==> config.mk <==
export PLATFORM = sky130hd
export DESIGN_NAME = denise_video
export DESIGN_NICKNAME = d
export VERILOG_FILES = /design/src/logic/denise_pkg.sv /design/src/logic/color_table.sv /design/src/logic/denise_regs.sv /design/src/logic/denise_video.sv /design/src/logic/ham_generator.sv /design/src/logic/pixel_select.sv /design/src/logic/video_mux.sv
export SDC_FILE = /design/constraint.sdc
export NUM_CORES = 1
export LEC_CHECK = 0
export BUFFER_PORTS_ARGS = -buffer_cell sky130_fd_sc_hd__buf_2
export CAP_MARGIN = 20
export CELL_PAD_IN_SITES_DETAIL_PLACEMENT = 0
export CELL_PAD_IN_SITES_GLOBAL_PLACEMENT = 1
export CORE_ASPECT_RATIO = 0.75
export CORE_MARGIN = 2
export CORE_UTILIZATION = 54
export CTS_CLUSTER_SIZE = 16
export DETAILED_ROUTE_END_ITERATION = 16
export GPL_TIMING_DRIVEN = 1
export PLACE_DENSITY = 0.78
export SLEW_MARGIN = 15
export SYNTH_ARGS = -nofsm -noshare
export SYNTH_HDL_FRONTEND = slang
export SYNTH_SLANG_ARGS = --single-unit
export TNS_END_PERCENT = 50
==> constraint.sdc <==
create_clock -name clk -period 3 [get_ports clk]
set_input_delay 0 -clock clk [delete_from_list [all_inputs] [get_ports clk]]
set_output_delay 0 -clock clk [all_outputs]
set_load 0.02 [all_outputs]
==> src/logic/denise_pkg.sv <==
// shared constants and types for the pixel back end
// register offsets are APB byte addresses, 9 bits wide
// colours are 12-bit RGB with 4 bits per component
// chip id always reads as OCS, EHB is always enabled
`default_nettype none

package denise_pkg;

	// register map ------------------------------
	localparam logic [8:0] addr_bplcon0    = 9'h100;
	localparam logic [8:0] addr_bplcon2    = 9'h104;
	localparam logic [8:0] addr_deniseid   = 9'h07C;
	localparam logic [8:0] addr_color_base = 9'h180; // 32 words up to 0x1BE
	localparam logic [15:0] deniseid_value = 16'hFFFF; // OCS part

	localparam int bplcon0_homod_bit = 11;
	localparam int bplcon0_bpu_lsb   = 12; // 3-bit plane count

	localparam int num_planes  = 6;
	localparam int num_sprites = 8;
	localparam int num_colors  = 32;
	localparam logic [2:0] no_sprite_code = 3'd7; // lowest priority

	// types -------------------------------------
	typedef struct packed {
		logic [3:0] red;
		logic [3:0] green;
		logic [3:0] blue;
	} rgb_t;

	typedef struct packed {
		logic       psel;
		logic       penable;
		logic       pwrite;
		logic [8:0] paddr;
		logic [15:0] pwdata;
	} apb_req_t;

	typedef struct packed {
		logic [15:0] prdata;
		logic        pready;
	} apb_rsp_t;

	typedef struct packed {
		logic [num_sprites-1:0] active; // one bit per sprite
		logic [3:0]             color;  // colour index within the pair
	} sprite_pixel_t;

	typedef struct packed {
		logic                  valid;
		logic [num_planes-1:0] planes;
		sprite_pixel_t         sprites;
	} pixel_in_t;

	// one pixel word, decoded as a HAM op or as a palette select
	typedef struct packed {
		logic [1:0] op;
		logic [3:0] data;
	} ham_view_t;

	typedef struct packed {
		logic       ehb;   // half brite select
		logic [4:0] index;
	} pal_view_t;

	typedef union packed {
		ham_view_t ham;
		pal_view_t pal;
	} pixel_word_t;

	typedef struct packed {
		logic        valid;
		logic        sprsel;    // sprite won over playfield
		pixel_word_t ham_word;
		pixel_word_t clut_word;
	} sel_pixel_t;

	typedef struct packed {
		logic       homod;
		logic [2:0] bpu;
		logic [2:0] pf1p;
	} video_ctrl_t;

	typedef struct packed {
		logic       en;
		logic [4:0] index;
		rgb_t       value;
	} color_write_t;

endpackage

`default_nettype wire

==> src/logic/color_table.sv <==
// 32-entry colour table with extra half brite
// EHB halves every component of the selected entry
// contents are undefined until written
`timescale 1ns/1ps
`default_nettype none

module color_table import denise_pkg::*;
(
	input  wire logic   clk,
	input  wire logic   reset,
	input  color_write_t color_wr,
	input  sel_pixel_t   sel,
	output rgb_t         clut_rgb,
	output logic         clut_valid,
	output logic         clut_sprsel
);

	rgb_t palette [num_colors]; // distributed ram, async read
	rgb_t entry;

	always_ff @(posedge clk)
		if (color_wr.en)
			palette[color_wr.index] <= color_wr.value;

	assign entry = palette[sel.clut_word.pal.index];

	// output stage, EHB shifts each nibble right
	always_ff @(posedge clk)
	begin
		if (sel.clut_word.pal.ehb)
		begin
			clut_rgb.red   <= entry.red >> 1;
			clut_rgb.green <= entry.green >> 1;
			clut_rgb.blue  <= entry.blue >> 1;
		end
		else
			clut_rgb <= entry;
		clut_sprsel <= sel.sprsel; // travels beside the colour
		if (reset)
			clut_valid <= 1'b0;
		else
			clut_valid <= sel.valid;
	end

endmodule

`default_nettype wire

==> src/logic/denise_regs.sv <==
// APB register block, no wait states and no error response
// reads return zero for colour registers and unmapped offsets
// colour writes leave as a one-cycle strobe one edge after the access
`timescale 1ns/1ps
`default_nettype none

module denise_regs import denise_pkg::*;
(
	input  wire logic   clk,
	input  wire logic   reset,
	input  apb_req_t     apb,
	output apb_rsp_t     apb_rsp,
	output video_ctrl_t  ctrl,
	output color_write_t color_wr
);

	logic [15:0] bplcon0; // full word kept for readback
	logic [15:0] bplcon2;
	logic        wr_access; // write in its access phase
	logic        hit_bplcon0;
	logic        hit_bplcon2;
	logic        hit_deniseid;
	logic        hit_color;

	// address decode ----------------------------
	assign hit_bplcon0  = apb.paddr[8:1] == addr_bplcon0[8:1];
	assign hit_bplcon2  = apb.paddr[8:1] == addr_bplcon2[8:1];
	assign hit_deniseid = apb.paddr[8:1] == addr_deniseid[8:1];
	assign hit_color    = apb.paddr[8:6] == addr_color_base[8:6]; // 0x180..0x1BE
	assign wr_access    = apb.psel && apb.penable && apb.pwrite;

	// control registers
	always_ff @(posedge clk)
	begin
		if (reset)
		begin
			bplcon0 <= '0;
			bplcon2 <= '0;
		end
		else if (wr_access)
		begin
			if (hit_bplcon0)
				bplcon0 <= apb.pwdata;
			if (hit_bplcon2)
				bplcon2 <= apb.pwdata;
		end
	end

	assign ctrl.homod = bplcon0[bplcon0_homod_bit];
	assign ctrl.bpu   = bplcon0[bplcon0_bpu_lsb +: 3];
	assign ctrl.pf1p  = bplcon2[2:0]; // playfield 1 vs sprite priority

	// colour write strobe, word offset gives the index
	always_ff @(posedge clk)
	begin
		color_wr.index <= apb.paddr[5:1];
		color_wr.value <= apb.pwdata[11:0]; // upper nibble ignored
		if (reset)
			color_wr.en <= 1'b0;
		else
			color_wr.en <= wr_access && hit_color;
	end

	// read mux, valid through the access phase
	always_comb
	begin
		apb_rsp.pready = 1'b1; // never stalls
		apb_rsp.prdata = '0;
		if (apb.psel)
		begin
			if (hit_bplcon0)
				apb_rsp.prdata = bplcon0;
			else if (hit_bplcon2)
				apb_rsp.prdata = bplcon2;
			else if (hit_deniseid)
				apb_rsp.prdata = deniseid_value;
		end
	end

endmodule

`default_nettype wire

==> src/logic/denise_video.sv <==
// pixel back end top, OCS-style
// pixel in at edge k gives rgb_out with rgb_valid after edge k+3
// APB has no wait states, register changes apply to later pixels
// no back-pressure, one pixel may enter every cycle
`timescale 1ns/1ps
`default_nettype none

module denise_video import denise_pkg::*;
(
	input  wire logic clk,
	input  wire logic reset,
	input  apb_req_t   apb,
	output apb_rsp_t   apb_rsp,
	input  pixel_in_t  pixel_in,
	output rgb_t       rgb_out,
	output logic       rgb_valid
);

	video_ctrl_t  ctrl;
	color_write_t color_wr;
	sel_pixel_t   sel;         // stage 1 result
	rgb_t         clut_rgb;    // stage 2, palette path
	rgb_t         ham_rgb;     // stage 2, HAM path
	logic         clut_valid;
	logic         clut_sprsel;

	// registers ---------------------------------
	denise_regs regs0 (
		.clk      (clk),
		.reset    (reset),
		.apb      (apb),
		.apb_rsp  (apb_rsp),
		.ctrl     (ctrl),
		.color_wr (color_wr)
	);

	// pixel pipeline ----------------------------
	pixel_select psel0 (
		.clk      (clk),
		.reset    (reset),
		.pixel_in (pixel_in),
		.ctrl     (ctrl),
		.sel      (sel)
	);

	color_table clut0 (
		.clk         (clk),
		.reset       (reset),
		.color_wr    (color_wr),
		.sel         (sel),
		.clut_rgb    (clut_rgb),
		.clut_valid  (clut_valid),
		.clut_sprsel (clut_sprsel)
	);

	ham_generator ham0 (
		.clk      (clk),
		.reset    (reset),
		.color_wr (color_wr),
		.sel      (sel),
		.ham_rgb  (ham_rgb)
	);

	video_mux vmux0 (
		.clk         (clk),
		.reset       (reset),
		.ctrl        (ctrl),
		.clut_rgb    (clut_rgb),
		.ham_rgb     (ham_rgb),
		.clut_valid  (clut_valid),
		.clut_sprsel (clut_sprsel),
		.rgb_out     (rgb_out),
		.rgb_valid   (rgb_valid)
	);

endmodule

`default_nettype wire

==> src/logic/ham_generator.sv <==
// hold-and-modify colour generator with its own copy of colours 0-15
// the hold register moves only on valid pixels
// hold register clears to black on reset
`timescale 1ns/1ps
`default_nettype none

module ham_generator import denise_pkg::*;
(
	input  wire logic   clk,
	input  wire logic   reset,
	input  color_write_t color_wr,
	input  sel_pixel_t   sel,
	output rgb_t         ham_rgb
);

	rgb_t palette [num_colors/2]; // lower half of the colour table
	rgb_t base_color;

	always_ff @(posedge clk)
		if (color_wr.en && (color_wr.index < 5'(num_colors / 2)))
			palette[color_wr.index[3:0]] <= color_wr.value;

	assign base_color = palette[sel.ham_word.ham.data];

	// HAM op decoder ----------------------------
	always_ff @(posedge clk)
	begin
		if (reset)
			ham_rgb <= '0;
		else if (sel.valid) // gaps keep the held colour
		begin
			case (sel.ham_word.ham.op)
				2'b00: ham_rgb       <= base_color;         // load
				2'b01: ham_rgb.blue  <= sel.ham_word.ham.data; // modify blue
				2'b10: ham_rgb.red   <= sel.ham_word.ham.data; // modify red
				2'b11: ham_rgb.green <= sel.ham_word.ham.data; // modify green
			endcase
		end
	end

endmodule

`default_nettype wire

==> src/logic/pixel_select.sv <==
// first pixel stage: plane masking and sprite vs playfield-1 priority
// single playfield only, sprite pairs rank 1 (pair 0) to 4 (pair 3)
// registers one pixel per cycle, no back-pressure
`timescale 1ns/1ps
`default_nettype none

module pixel_select import denise_pkg::*;
(
	input  wire logic  clk,
	input  wire logic  reset,
	input  pixel_in_t   pixel_in,
	input  video_ctrl_t ctrl,
	output sel_pixel_t  sel
);

	logic [num_planes-1:0]    planes_masked;
	logic [num_sprites/2-1:0] spr_pair; // any sprite of the pair active
	logic [2:0]               spr_code;
	logic                     pf_present;
	logic                     spr_wins;

	// plane mask ---------------------------------
	always_comb
	begin
		for (int i = 0; i < num_planes; i++)
			planes_masked[i] = pixel_in.planes[i] && (i < int'(ctrl.bpu)); // bpu 7 keeps all
	end

	assign pf_present = |planes_masked;

	// sprite priority encoder, lowest pair wins
	always_comb
	begin
		for (int j = 0; j < num_sprites / 2; j++)
			spr_pair[j] = |pixel_in.sprites.active[2*j +: 2];
		spr_code = no_sprite_code;
		for (int j = num_sprites / 2 - 1; j >= 0; j--)
			if (spr_pair[j])
				spr_code = 3'(j + 1);
	end

	// playfield in front when its code is lower than the sprite's
	assign spr_wins = (spr_code != no_sprite_code) &&
		!(pf_present && (spr_code > ctrl.pf1p));

	// stage register -----------------------------
	always_ff @(posedge clk)
	begin
		sel.sprsel   <= spr_wins;
		sel.ham_word <= planes_masked; // HAM sees planes even under a sprite
		if (spr_wins)
			sel.clut_word <= {2'b01, pixel_in.sprites.color}; // colours 16..31
		else
			sel.clut_word <= planes_masked;
		if (reset)
			sel.valid <= 1'b0;
		else
			sel.valid <= pixel_in.valid;
	end

endmodule

`default_nettype wire

==> src/logic/video_mux.sv <==
// final stage: HAM or palette colour, registered RGB out
// sprites always take the palette colour, even in HAM mode
`timescale 1ns/1ps
`default_nettype none

module video_mux import denise_pkg::*;
(
	input  wire logic  clk,
	input  wire logic  reset,
	input  video_ctrl_t ctrl,
	input  rgb_t        clut_rgb,
	input  rgb_t        ham_rgb,
	input  wire logic  clut_valid,
	input  wire logic  clut_sprsel,
	output rgb_t        rgb_out,
	output logic        rgb_valid
);

	always_ff @(posedge clk)
	begin
		if (reset)
		begin
			rgb_out   <= '0;
			rgb_valid <= 1'b0;
		end
		else
		begin
			rgb_valid <= clut_valid;
			if (ctrl.homod && !clut_sprsel)
				rgb_out <= ham_rgb; // playfield pixel in HAM mode
			else
				rgb_out <= clut_rgb;
		end
	end

endmodule

`default_nettype wire

==> impl_results.md, run 1 <==
- CTS-repair resized insts: 0
- Clock power share: 40.2%
- DP Worst Slack: between 0.6 and 0.7 ns
- Ranking of synthesized cells by area: edfxtp_1 (67%), mux4_2 (11%), dfxtp_1 (7.9%)
- P_sw: between 3 and 4 mW
- Hold WS: roughly 0.057 ns
- Slew headroom: ~28%
- Post-route setup TNS: 0 ns
- Core area: between 40000 and 50000 um2
- Final WL: ~59000 um
- Power Dens Cells: roughly 600 nW/um2
- Max-cap violations: 0
- DRT Pass-1 Iters: 5
- Worst vdd ir: 0.0005815 V
- Top post-synthesis cells by count: edfxtp_1 (576), mux4_2 (127), dfxtp_1 (103)
- RR Startpoint: regs0.bplcon0[12]
- Status: complete, no violations
- Fin util: a little over three fifths
- Initial antenna violation count: 5
- Later-pin clock latency in the skew report: 0.60 ns
- Sw Share: roughly 20%
- Share of the synthesized area in the top cell type: 66.66%
- Startpoint types: register
- Mean Syn Cell Area: 18.57 um2
- Syn_nets: about 1500
- Count leader, synth: edfxtp_1
- Num rows: just under 70
- Dominant cell type by area after synthesis: edfxtp_1
- Clock-pin slew on the worst setup and hold paths: 0.06 ns
- Final worst slack: 0.4375 ns
- Avg Vias per Cell: between 6 and 7
- TritonCTS Buffers: 60
- CTS sink count: about 680
- Wire per inst: around 26 um
- Worst Path Arrival: 3.04 ns
- Data required time of the worst path: around 3.5 ns
- Chip height: 193.8 um
- Seq pwr share: approximately 57%
- Post-Synthesis Cells: about 1400
- DRT antenna net count: 0
- P_leak: slightly below 10 nW
- First-pass GRT wire length: a little under 90000 um
- Class of the worst hold path: in2reg
- Crit-path max FO: 7
- Tot Pwr: between 15 and 20 mW
- Synth-to-Final Area Change: 15.20%
- Initial core utilization: roughly 55%
- Htree depth: 2
- Via count: about 14000
- Critical path class: reg2reg
- Count of boundary I/O pins: 79
- Clock buffer depth: 3
- Worst-margin pin slew: ~1.1 ns
- Worst stage delay on the critical path: around 0.56 ns
- RSZ-0062 raised after global routing: false
- Number of global-route vias before repair: 13705
- FF-to-FF End: psel0.sel[3]
- Pint: approximately 15 mW
- CP Launch Point: regs0.bplcon0[12]
- Critical Path Sink: psel0.sel[3]
- R2r worst-path depth: 6
- Total routing usage reported by global routing: 23.75%
- CTS tree: yes
- Root Buffer: clkbuf_16
- Nets: approximately 1600
- DRT iter0 DRCs: between 1500 and 2000
- Synthesized flop and latch total: approximately 680
- Synth Warn #: 0
- Min Tclk post-route: around 2.6 ns
- Die W: 257.1 um
- Buffers on Ports: between 70 and 80
- Final Max Tran Viols: 0
- Combinational fraction of design power: 3.2%
- Drt drc: 0
- Worst path cell trace: o31a_1 > or3_1 > nor4_2 > o21ai_2 > mux2_4 > dlygate4sd3_1
- Crit path max-delay cell type: dlygate4sd3_1
- GRT overflow: 0
- GPL Wtd Cong: 0.8074
- Max Fclk: ~0.4 GHz
- Mapped Area: approximately 26000 um2
- Final worst-path cycle share: a little under nine tenths
- Pin count of the biggest net entering global routing: between 60 and 70
- CP endpoint kind: register
- Final setup fails: 0
- Die Footprint: 49840 um2
- Unique masters post-synth: 57
- Final Skew: ~0.015 ns
- DP HPWL: approximately 36000 um
- Post-synth EDFFs: 576
- Post-synthesis sequential area ratio: 74.61%
- Share of cells above drive strength 1: between 20% and 30%
- Count of final hold-check violations: 0
- Number of setup buffers added after CTS: 0
- R2R setup slack: 0.44 ns
- Ys flop type: edfxtp_1
- FFs w/ async S/R, synth: 0%
==> layer usage <==
layer	up-vias	wire length (um)	global-route usage, %	part of all wire, %
met5	-	0	0	0
met4	0	890	4.285	1.5
met3	70	5429	4.837	9.3
met2	569	26400	35.01	45
met1	7134	25900	37.45	44
li1	5983	-	-	-
==> worst min path at each step <==
stage	end	slack [ns]	cells after the start	start
3_5_place_dp	regs0.color_wr[8]	0.13	1	apb[8]
5_1_grt	regs0.color_wr[7]	0.08	2	apb[7]
3_3_place_gp	regs0.color_wr[10]	0.14	1	apb[10]
6_report	psel0.sel[12]	0.06	6	pixel_in[4]
4_1_cts	psel0.sel[12]	0.05	6	pixel_in[4]
2_1_floorplan	regs0.color_wr[0]	0.03	0	apb[0]
==> power by group through the flow <==
stage | sequential, mW | clock (mW) | combinational, mW
detailed placement | 10.7 | 0 | 0.525
CTS | 10.4 | 7.53 | 0.570
global placement | 10.6 | 0 | 0.521
floorplan | 10.6 | 0 | 0.335
global route | 10.4 | 7.92 | 0.635
finish | 10.4 | 7.41 | 0.596
==> cells in the final DEF, fill, tap and decap left out, types with 5 or more instances in the layout <==
master and instances:
nand2_1 99, mux2i_1 15, dfxtp_2 13, ha_1 7, bufinv_16 5, o311a_1 6
clkinv_2 10, nor4_2 5, a21oi_1 44, nor4_1 7, dlygate4sd3_1 46, nor2_1 67
buf_2 76, nor2b_1 9, buf_4 77, clkbuf_16 61, o22ai_1 48, mux4_1 17
nor3_2 13, inv_1 8, dfxtp_1 88, buf_12 9, nor3_1 19, and2_1 21
o21ai_1 7, mux4_2 127, clkbuf_1 13, edfxtp_1 576, clkinv_1 14, nand3_1 7
mux2_2 10, nand3b_1 8, o21ai_0 41
==> cell type report <==
cell class / count / area [um2]
repair buffers: 209 / 1627
flip-flops and latches: 679 / 19380
clock buffers: 74 / 1575
well taps: 639 / 799.5
fillers: 3293 / 17510
diodes: 4 / 10.01
inverters: 8 / 30.03
clock inverters: 37 / 311.5
multi-input cells: 629 / 6153
==> per-stage QoR <==
| step | cells | instance area, um2 |
|---|---|---|
| 2_1_floorplan | 1397 | 25950 |
| 3_3_place_gp | 2114 | 27460 |
| 3_5_place_dp | 2115 | 27460 |
| 4_1_cts | 2271 | 29800 |
| 5_1_grt | 2275 | 29880 |
| 6_report | 2279 | 29890 |
==> flip-flops by register name (all words and copies together) (netlist names) <==
register,flops
clut0.clut_valid,1
clut0.palette,384
regs0.color_wr,18
psel0.sel,14
clut0.clut_rgb,12
vmux0.rgb_out,12
regs0.bplcon2,16
clut0.clut_sprsel,1
ham0.palette,192
regs0.bplcon0,16
vmux0.rgb_valid,1
ham0.ham_rgb,12
==> worst max-delay path, delay by kind of cell, from the launching register on <==
family / cells / cell delay (ns)
simple gates: 2 / 0.61
compound gates: 2 / 0.58
mux: 1 / 0.34
flops: 1 / 0.35
buf+inv: 1 / 0.56
==> cell families (layout without fill, tap and decap cells) <==
kind of cell / count (synthesis) / in the layout / synth area share [%]
and+or+nand+nor: 284 / 284 / 5.333
adders and majority gates: 7 / 7 / 0.3375
other: 1 / 5 / 0.01445
muxes: 173 / 173 / 13.99
AOI/OAI and AO/OA: 164 / 164 / 3.694
buffers and inverters: 89 / 328 / 2.021
DFF: 679 / 679 / 74.61
==> repair_timing <==
item / 4_1_cts / 5_1_grt
hold buffers: 45 / 1
hold endpoints to repair: 64 / 8
endpoints found under the setup margin: 0 / 0
(Power assumes the default switching activity.)
==> run 2: changes to the inputs <==
--- a/config.mk
+++ b/config.mk
@@ -7,7 +7,7 @@
 export LEC_CHECK = 0
 export BUFFER_PORTS_ARGS = -buffer_cell sky130_fd_sc_hd__buf_2
 export CAP_MARGIN = 20
-export CELL_PAD_IN_SITES_DETAIL_PLACEMENT = 0
+export CELL_PAD_IN_SITES_DETAIL_PLACEMENT = 1
 export CELL_PAD_IN_SITES_GLOBAL_PLACEMENT = 1
 export CORE_ASPECT_RATIO = 0.75
 export CORE_MARGIN = 2
@@ -19,5 +19,6 @@
 export SLEW_MARGIN = 15
 export SYNTH_ARGS = -nofsm -noshare
 export SYNTH_HDL_FRONTEND = slang
+export SYNTH_HIERARCHICAL = 1
 export SYNTH_SLANG_ARGS = --single-unit
 export TNS_END_PERCENT = 50
==> run 2 against run 1 <==
Compared with the run above: worst hold slack better by 0.0089 ns; largest cell class unchanged; non-clock buffer count unchanged; synthesized area up 1.6%.
==> impl_results.md, run 2 <==
- P_leak: 10.11 nW (+3.3%)
- DP Worst Slack: 0.4296 ns (-0.1834 ns)
- Commonest cells after routing, fill and taps aside: edfxtp_1 (576), mux4_2 (141), nor2_1 (102)
- DP HPWL: 42390 um (+19%)
- Final WL: 69950 um (+19%)
- Biggest register: clut0/palette
- GR peak layer: met2
- Chip height: 195.4 um (+0.79%)
- Dominant cell type by area after synthesis: edfxtp_1
- Post-route setup TNS: 0 ns (unchanged)
- Data required time of the worst path: 3.47 ns (about the same)
- DRT Pass-1 Iters: 5 (unchanged)
- Count of final hold-check violations: 0 (unchanged)
- CTS hold repair buffers: 41 (-8.9%)
- Worst Path Arrival: 3.17 ns (+0.13 ns)
- # fillers: 4191 (+27%)
- Buffers on Ports: 76 (unchanged)
- Ranking of synthesized cells by area: edfxtp_1 (66%), mux4_2 (12%), dfxtp_1 (7.8%)
- Avg Vias per Cell: 6.238 (+3.4%)
- TritonCTS Buffers: 66 (+10%)
- Synth Warn #: 6 (+6)
- Later-pin clock latency in the skew report: 0.61 ns (about the same)
- Wire per inst: 30.42 um (+18%)
- Ant. Diodes: 0 (-4)
- Min Tclk post-route: 2.700 ns (+0.1374 ns)
- Final worst slack: 0.3001 ns (-0.1374 ns)
- Nets: 1656 (+0.79%)
- Total routing usage reported by global routing: 28.53% (+4.8 points)
- Cell Count, Final, Fillers Out: 2299 (+0.88%)
- Final Max Tran Viols: 0 (unchanged)
- Simple logic cell fraction of the synthesized area: 5.481% (+0.15 points)
- Synth-to-Final Area Change: 15.10% (about the same)
- Share of the synthesized area in the top cell type: 65.60% (-1.1 points)
- Syn_nets: 1460 (+0.48%)
- Clock-pin slew on the worst setup and hold paths: 0.06 ns (about the same)
- Hold WS: 0.06586 ns (+0.008910 ns)
- Number of setup buffers added after CTS: 0 (unchanged)
- Initial antenna violation count: 1 (-4)
- Num rows: 70 (+1.4%)
- Count leader, synth: edfxtp_1
- Crit-path max FO: 7 (unchanged)
- Largest register FFs: 384 (unchanged)
- Xor/xnor share of the synthesized area: 0% (unchanged)
- Post-Synth Adder-Cell Area: 0.3749% (+0.037 points)
- Post-Synthesis Cells: 1404 (+0.50%)
- GPL Wtd Cong: 0.8423 (+4.3%)
- Worst vdd ir: 0.0005231 V (-10%)
- Die W: 259.2 um (+0.79%)
- Ys flop type: edfxtp_1
- Commonest non-fill, non-tap cell in the layout: edfxtp_1
- Initial core utilization: 54.34% (-0.40 points)
- Synthesized flop and latch total: 679 (unchanged)
- Count of boundary I/O pins: 79 (unchanged)
- Core area: 48520 um2 (+2.4%)
- FFs w/ async S/R, synth: 0% (unchanged)
- Status: complete, no violations
- Max-cap violations: 0 (unchanged)
- Class of the worst hold path: in2reg
- Mean Syn Cell Area: 18.78 um2 (+1.1%)
- Largest family of logic cells by synthesized area: multiplexers
- Mapped Area: 26370 um2 (+1.6%)
- CP endpoint kind: register
- Drt drc: 0 (unchanged)
- RSZ-0062 raised after global routing: false
- Root Buffer: clkbuf_16
- Pin count of the biggest net entering global routing: 54 (-11%)
- Post-synthesis mux area share: 15.26% (+1.3 points)
- Share of cells above drive strength 1: 26.17% (-0.18 points)
- Max Fclk: 0.3704 GHz (-5.1%)
- CTS tree: yes
- Top post-synthesis cells by count: edfxtp_1 (576), mux4_2 (141), dfxtp_1 (103)
- Met2 Use GR: 44.14% (+9.1 points)
- Met3 usage: 9.502% (+4.7 points)
- Final Skew: 0.02446 ns (+0.009207 ns)
- Power Dens Cells: 633.7 nW/um2 (+2.7%)
- DRT iter0 DRCs: 1511 (-4.3%)
- Worst-margin pin slew: 1.030 ns (-0.05378 ns)
- Compound-Gate Fraction of Synth Area: 3.265% (-0.43 points)
- CTS sink count: 679 (unchanged)
- Final worst-path cycle share: 90.00% (+4.6 points)
- Largest registers: clut0/palette x384, ham0/palette x192, regs0/color_wr x18
- Slew headroom: 31.32% (+3.6 points)
- Die Footprint: 50630 um2 (+1.6%)
- Critical path class: in2reg
- GRT overflow: 0 (unchanged)
- Htree depth: 3 (+1)
- Clock buffer depth: 3 (unchanged)
- Startpoint types: primary input
- Post-synth EDFFs: 576 (unchanged)
- Met1 usage: 39.69% (+2.2 points)
- CTS-repair resized insts: 0 (unchanged)
- DP Cell Count: 2139 (+1.1%)
- First-pass GRT wire length: 103600 um (+19%)
- Final setup fails: 0 (unchanged)
- Unique masters post-synth: 68 (+19%)
- Post-synthesis sequential area ratio: 73.42% (-1.2 points)
- DRT antenna net count: 0 (unchanged)
- Number of global-route vias before repair: 15434 (+13%)
- Via count: 14342 (+4.3%)
[run 2: changes by cell type after synthesis, moves of 13 or more]
cell      delta
a21oi_1     -18
nand2b_1    +22
mux2i_1     +42
nor3_1      -15
nand2_1     -38
o22ai_1     -32
o21ai_0     -25
and2_1      -18
mux4_1      -13
clkbuf_1    -21
nor2_1      +35
mux4_2      +14
[run 2: layer usage]
metal | vias to the layer above | routed length, um
met5 | - | 0
met4 | 0 | 1458
met3 | 115 | 7042
met2 | 675 | 33000
met1 | 7538 | 28450
li1 | 6014 | -
[run 2: critical path: stages]
cell	delay, ns
dlygate4sd3_1	0.53
buf_2	0.11
nor2_1	0.04
nor3_1	0.21
a21boi_0	0.18
ha_1	0.32
nor2b_1	0.14
o21a_1	0.13
o21ai_1	0.09
o2bb2ai_4	0.46
mux2_4	0.36
dlygate4sd3_1	0.59
[run 2: final timing paths]
check / startpoint / to / slack (ns) / cells after the start
hold / removal: apb[4] / regs0/color_wr[4] / 0.07 / 2
setup / recovery: pixel_in[10] / psel0/sel[2] / 0.30 / 12
hold reg to reg: psel0/sel[12] / clut0/clut_sprsel / 0.32 / 0
setup reg to reg: regs0/bplcon0[13] / psel0/sel[2] / 0.33 / 5
[run 2: final cells by class]
type,instances,area (um2),share of cell area [%]
inverter,12,45.04,0.1484
sequential,679,19370,63.83
tap,648,810.8,2.672
clock inverter,28,227.7,0.7504
timing repair buffer,209,1569,5.170
multi-input combinational,632,6452,21.26
clock buffer,91,1872,6.168
[run 2: cell families (layout without fill, tap and decap cells)]
family,count (synthesis),in the layout
AO/OA/AOI/OAI,128,128
adder cells (fa/ha/maj),8,8
buffers and inverters,93,340
flip-flops,679,679
multiplexers,216,216
other,1,1
AND/OR/NAND/NOR,279,279
[run 2: power breakdown]
part | switching [mW] | internal, mW | total, mW
logic | 0.426 | 0.307 | 0.732
registers | 0.0630 | 10.3 | 10.3
clock network | 3.45 | 4.71 | 8.16
total | 3.94 | 15.3 | 19.2
[run 2: metrics by stage]
stage          area [um2]  utilization (%)  total power [mW]
4_1_cts             30350            62.55             19.34
6_report            30350            62.55             19.23
3_5_place_dp        27840            57.37             11.22
3_3_place_gp        27840            57.37             11.19
5_1_grt             30350            62.55             19.71
2_1_floorplan       26370                -             10.92
==> run 3: changes to the inputs <==
--- a/config.mk
+++ b/config.mk
@@ -5,13 +5,14 @@
 export SDC_FILE = /design/constraint.sdc
 export NUM_CORES = 1
 export LEC_CHECK = 0
+export ABC_AREA = 1
 export BUFFER_PORTS_ARGS = -buffer_cell sky130_fd_sc_hd__buf_2
 export CAP_MARGIN = 20
 export CELL_PAD_IN_SITES_DETAIL_PLACEMENT = 1
 export CELL_PAD_IN_SITES_GLOBAL_PLACEMENT = 1
 export CORE_ASPECT_RATIO = 0.75
 export CORE_MARGIN = 2
-export CORE_UTILIZATION = 54
+export CORE_UTILIZATION = 50
 export CTS_CLUSTER_SIZE = 16
 export DETAILED_ROUTE_END_ITERATION = 16
 export GPL_TIMING_DRIVEN = 1
==> run 3 against run 2 <==
Compared with the run above: sequential cell count stayed put; critical endpoint is now psel0/sel[0]; final cell count up 52%; first-iteration DRC count grew 44%; sequential share of layout area down 2.8 points; clock skew shrank 0.0015 ns; worst hold slack better by 0.0033 ns; sequential power hardly changed; core utilization down 4.6 points; setup slack worse by 0.064 ns; die area up 14%; clock power is essentially flat; highest routed layer unchanged; global-route usage up 0.54 points.
==> impl_results.md, run 3 <==
- Status: complete, no violations
- First-pass GRT wire length: 126600 um (+22%)
- Dominant cell type by area after synthesis: edfxtp_1
- Startpoint types: register
- Max-cap violations: 0 (unchanged)
- Clock buffer depth: 3 (unchanged)
- Number of global-route vias before repair: 21174 (+37%)
- Slew headroom: 24.12% (-7.2 points)
- Power Dens Cells: 613.7 nW/um2 (-3.2%)
- CTS-repair resized insts: 0 (unchanged)
- Post-placement cell area: 29060 um2 (+4.4%)
- Pin count of the biggest net entering global routing: 193 (+260%)
- Crit-path max FO: 8 (+1)
- Top post-synthesis cells by count: nand2_1 (817), edfxtp_1 (576), nand3_1 (506)
- R2r worst-path depth: 9 (+4)
- Count of final hold-check violations: 0 (unchanged)
- Xor/xnor share of the synthesized area: 0% (unchanged)
- Avg Vias per Cell: 5.822 (-6.7%)
- P_leak: 12.00 nW (+19%)
- Buffers on Ports: 76 (unchanged)
- Total routing usage reported by global routing: 29.07% (+0.54 points)
- CTS sink count: 679 (unchanged)
- Num rows: 74 (+5.7%)
- Share of cells above drive strength 1: 11.39% (-15 points)
- DRT antenna net count: 0 (unchanged)
- Ranking of synthesized cells by area: edfxtp_1 (62%), nand2_1 (11%), nand3_1 (9.1%)
- Synthesized flop and latch total: 679 (unchanged)
- GRT overflow: 0 (unchanged)
- Biggest register: clut0/palette
- Post-synth EDFFs: 576 (unchanged)
- Worst Path Arrival: 3.25 ns (+0.08 ns)
- Mapped Area: 27920 um2 (+5.9%)
- Final Skew: 0.02301 ns (-0.001455 ns)
- Drt drc: 0 (unchanged)
- Die W: 276.9 um (+6.8%)
- Die Footprint: 57770 um2 (+14%)
- Largest family of logic cells by synthesized area: simple AND/OR/NAND/NOR gates
- Post-synthesis mux area share: 0% (-15 points)
- Synth-to-Final Area Change: 13.72%
- Final worst-path cycle share: 92.14% (+2.1 points)
- DRT Pass-1 Iters: 7 (+2)
- Chip height: 208.7 um (+6.8%)
- CTS hold repair buffers: 54 (+32%)
- Wire per inst: 24.01 um (-21%)
- GPL Wtd Cong: 0.8832 (+4.9%)
- Initial core utilization: 50.95% (-3.4 points)
- Ys flop type: edfxtp_1
- Simple logic cell fraction of the synthesized area: 24.41% (+19 points)
- RSZ-0062 raised after global routing: false
- Post-Synth Adder-Cell Area: 0.3136% (-0.061 points)
- Worst-margin pin slew: 1.138 ns (+0.1080 ns)
- Later-pin clock latency in the skew report: 0.61 ns (about the same)
- Final WL: 83750 um (+20%)
- Final instance area: 31760 um2 (+4.6%)
- Commonest cells after routing, fill and taps aside: nand2_1 (817), edfxtp_1 (576), nand3_1 (506)
- Unique masters post-synth: 37 (-46%)
- Initial antenna violation count: 5 (+4)
- Class of the worst hold path: in2reg
- Share of the synthesized area in the top cell type: 61.94% (-3.7 points)
- Final setup fails: 0 (unchanged)
- Critical path class: reg2reg
- Number of setup buffers added after CTS: 0 (unchanged)
- Max Fclk: 0.3618 GHz (-2.3%)
- Count leader, synth: nand2_1
- DRT iter0 DRCs: 2172 (+44%)
- Post-route setup TNS: 0 ns (unchanged)
- Worst vdd ir: 0.0005665 V (+8.3%)
- Post-Synthesis Cells: 2586 (+84%)
- FFs w/ async S/R, synth: 0% (unchanged)
- Synth Warn #: 6 (unchanged)
- Final Max Tran Viols: 0 (unchanged)
- Hold Path Depth: 2 (unchanged)
- Count of boundary I/O pins: 79 (unchanged)
- Nets: 2775 (+68%)
- Largest register FFs: 384 (unchanged)
- CTS tree: yes
- CP endpoint kind: register
- Data required time of the worst path: 3.49 ns (+0.02 ns)
- Mean Syn Cell Area: 10.80 um2 (-43%)
- TritonCTS Buffers: 67 (+1.5%)
- DP HPWL: 48940 um (+15%)
- Min Tclk post-route: 2.764 ns (+0.06429 ns)
- Clock-pin slew on the worst setup and hold paths: 0.07 ns (about the same)
- Core area: 54810 um2 (+13%)
- Via count: 20312 (+42%)
- Largest registers: clut0/palette x384, ham0/palette x192, regs0/color_wr x18
- Post-synthesis sequential area ratio: 69.33% (-4.1 points)
- Commonest non-fill, non-tap cell in the layout: nand2_1
- Compound-Gate Fraction of Synth Area: 1.416% (-1.8 points)
- Syn_nets: 2642 (+81%)
- Root Buffer: clkbuf_16
- Htree depth: 3 (unchanged)
## run 3: cell count changes after synthesis, sizes merged, moves of 17 or more
cell | previous run | this run
nand2 | 61 | 824
nand3 | 5 | 508
mux4 | 145 | 0
nor2 | 102 | 214
inv | 12 | 105
buf | 63 | 125
mux2i | 57 | 0
nand2b | 26 | 0
nor3 | 18 | 1
## run 3: cells by family after synthesis
family | Yosys count
buffers and inverters | 253
other | 1
AOI/OAI and AO/OA | 71
and+or+nand+nor | 1575
DFF | 679
adders and majority gates | 7
## run 3: worst max-delay path: stages, from the launching register on
cell and delay (ns):
dfxtp_1 0.48, nand3_1 0.39, nand2_1 0.19, nor2_1 0.07, nand2_1 0.12, nand2_2 0.12
nand3_1 0.09, dlygate4sd3_1 0.56, nand2_1 0.06, dlygate4sd3_1 0.55
## run 3: power by group
group | internal [mW] | switching (mW)
clock | 4.63 | 3.53
sequential | 10.3 | 0.153
combinational | 0.279 | 0.619
## run 3: final cells by class
type | instances | area (um2)
Fill cell | 5789 | 23060
Sequential cell | 679 | 19390
Multi-Input combinational cell | 1654 | 7302
Clock buffer | 91 | 1837
Timing Repair Buffer | 210 | 1674
Tap cell | 722 | 903.4
Inverter | 107 | 415.4
Clock inverter | 25 | 229.0
Antenna cell | 1 | 2.502
## run 3: final timing paths
check,startpoint,endpoint,slack (ns)
hold / removal,apb[1],regs0/color_wr[1],0.07
hold reg to reg,psel0/sel[12],clut0/clut_sprsel,0.33
setup / recovery,regs0/bplcon0[14],psel0/sel[0],0.24
setup reg to reg,regs0/bplcon0[14],psel0/sel[0],0.24
## run 3: through the flow
stage	worst slack, ns	power [mW]	hold slack, ns	util, %	instances
5_1_grt	0.1359	19.98	0.06483	57.93	3488
3_3_place_gp	0.9600	11.40	0.1327	53.02	3315
2_1_floorplan	1.333	11.05	0.02772	-	2586
3_5_place_dp	0.8705	11.45	0.1343	53.02	3315
6_report	0.2358	19.49	0.06920	57.94	3489
4_1_cts	0.2905	19.57	0.01808	57.78	3485
## run 3: metal layers
layer | GRT usage, % | wire length [um] | part of all wire (%)
met1 | 40.80 | 35540 | 42
met2 | 46.98 | 39550 | 47
met3 | 4.349 | 6280 | 7.5
met4 | 9.314 | 2383 | 2.8
met5 | 0 | 0 | 0
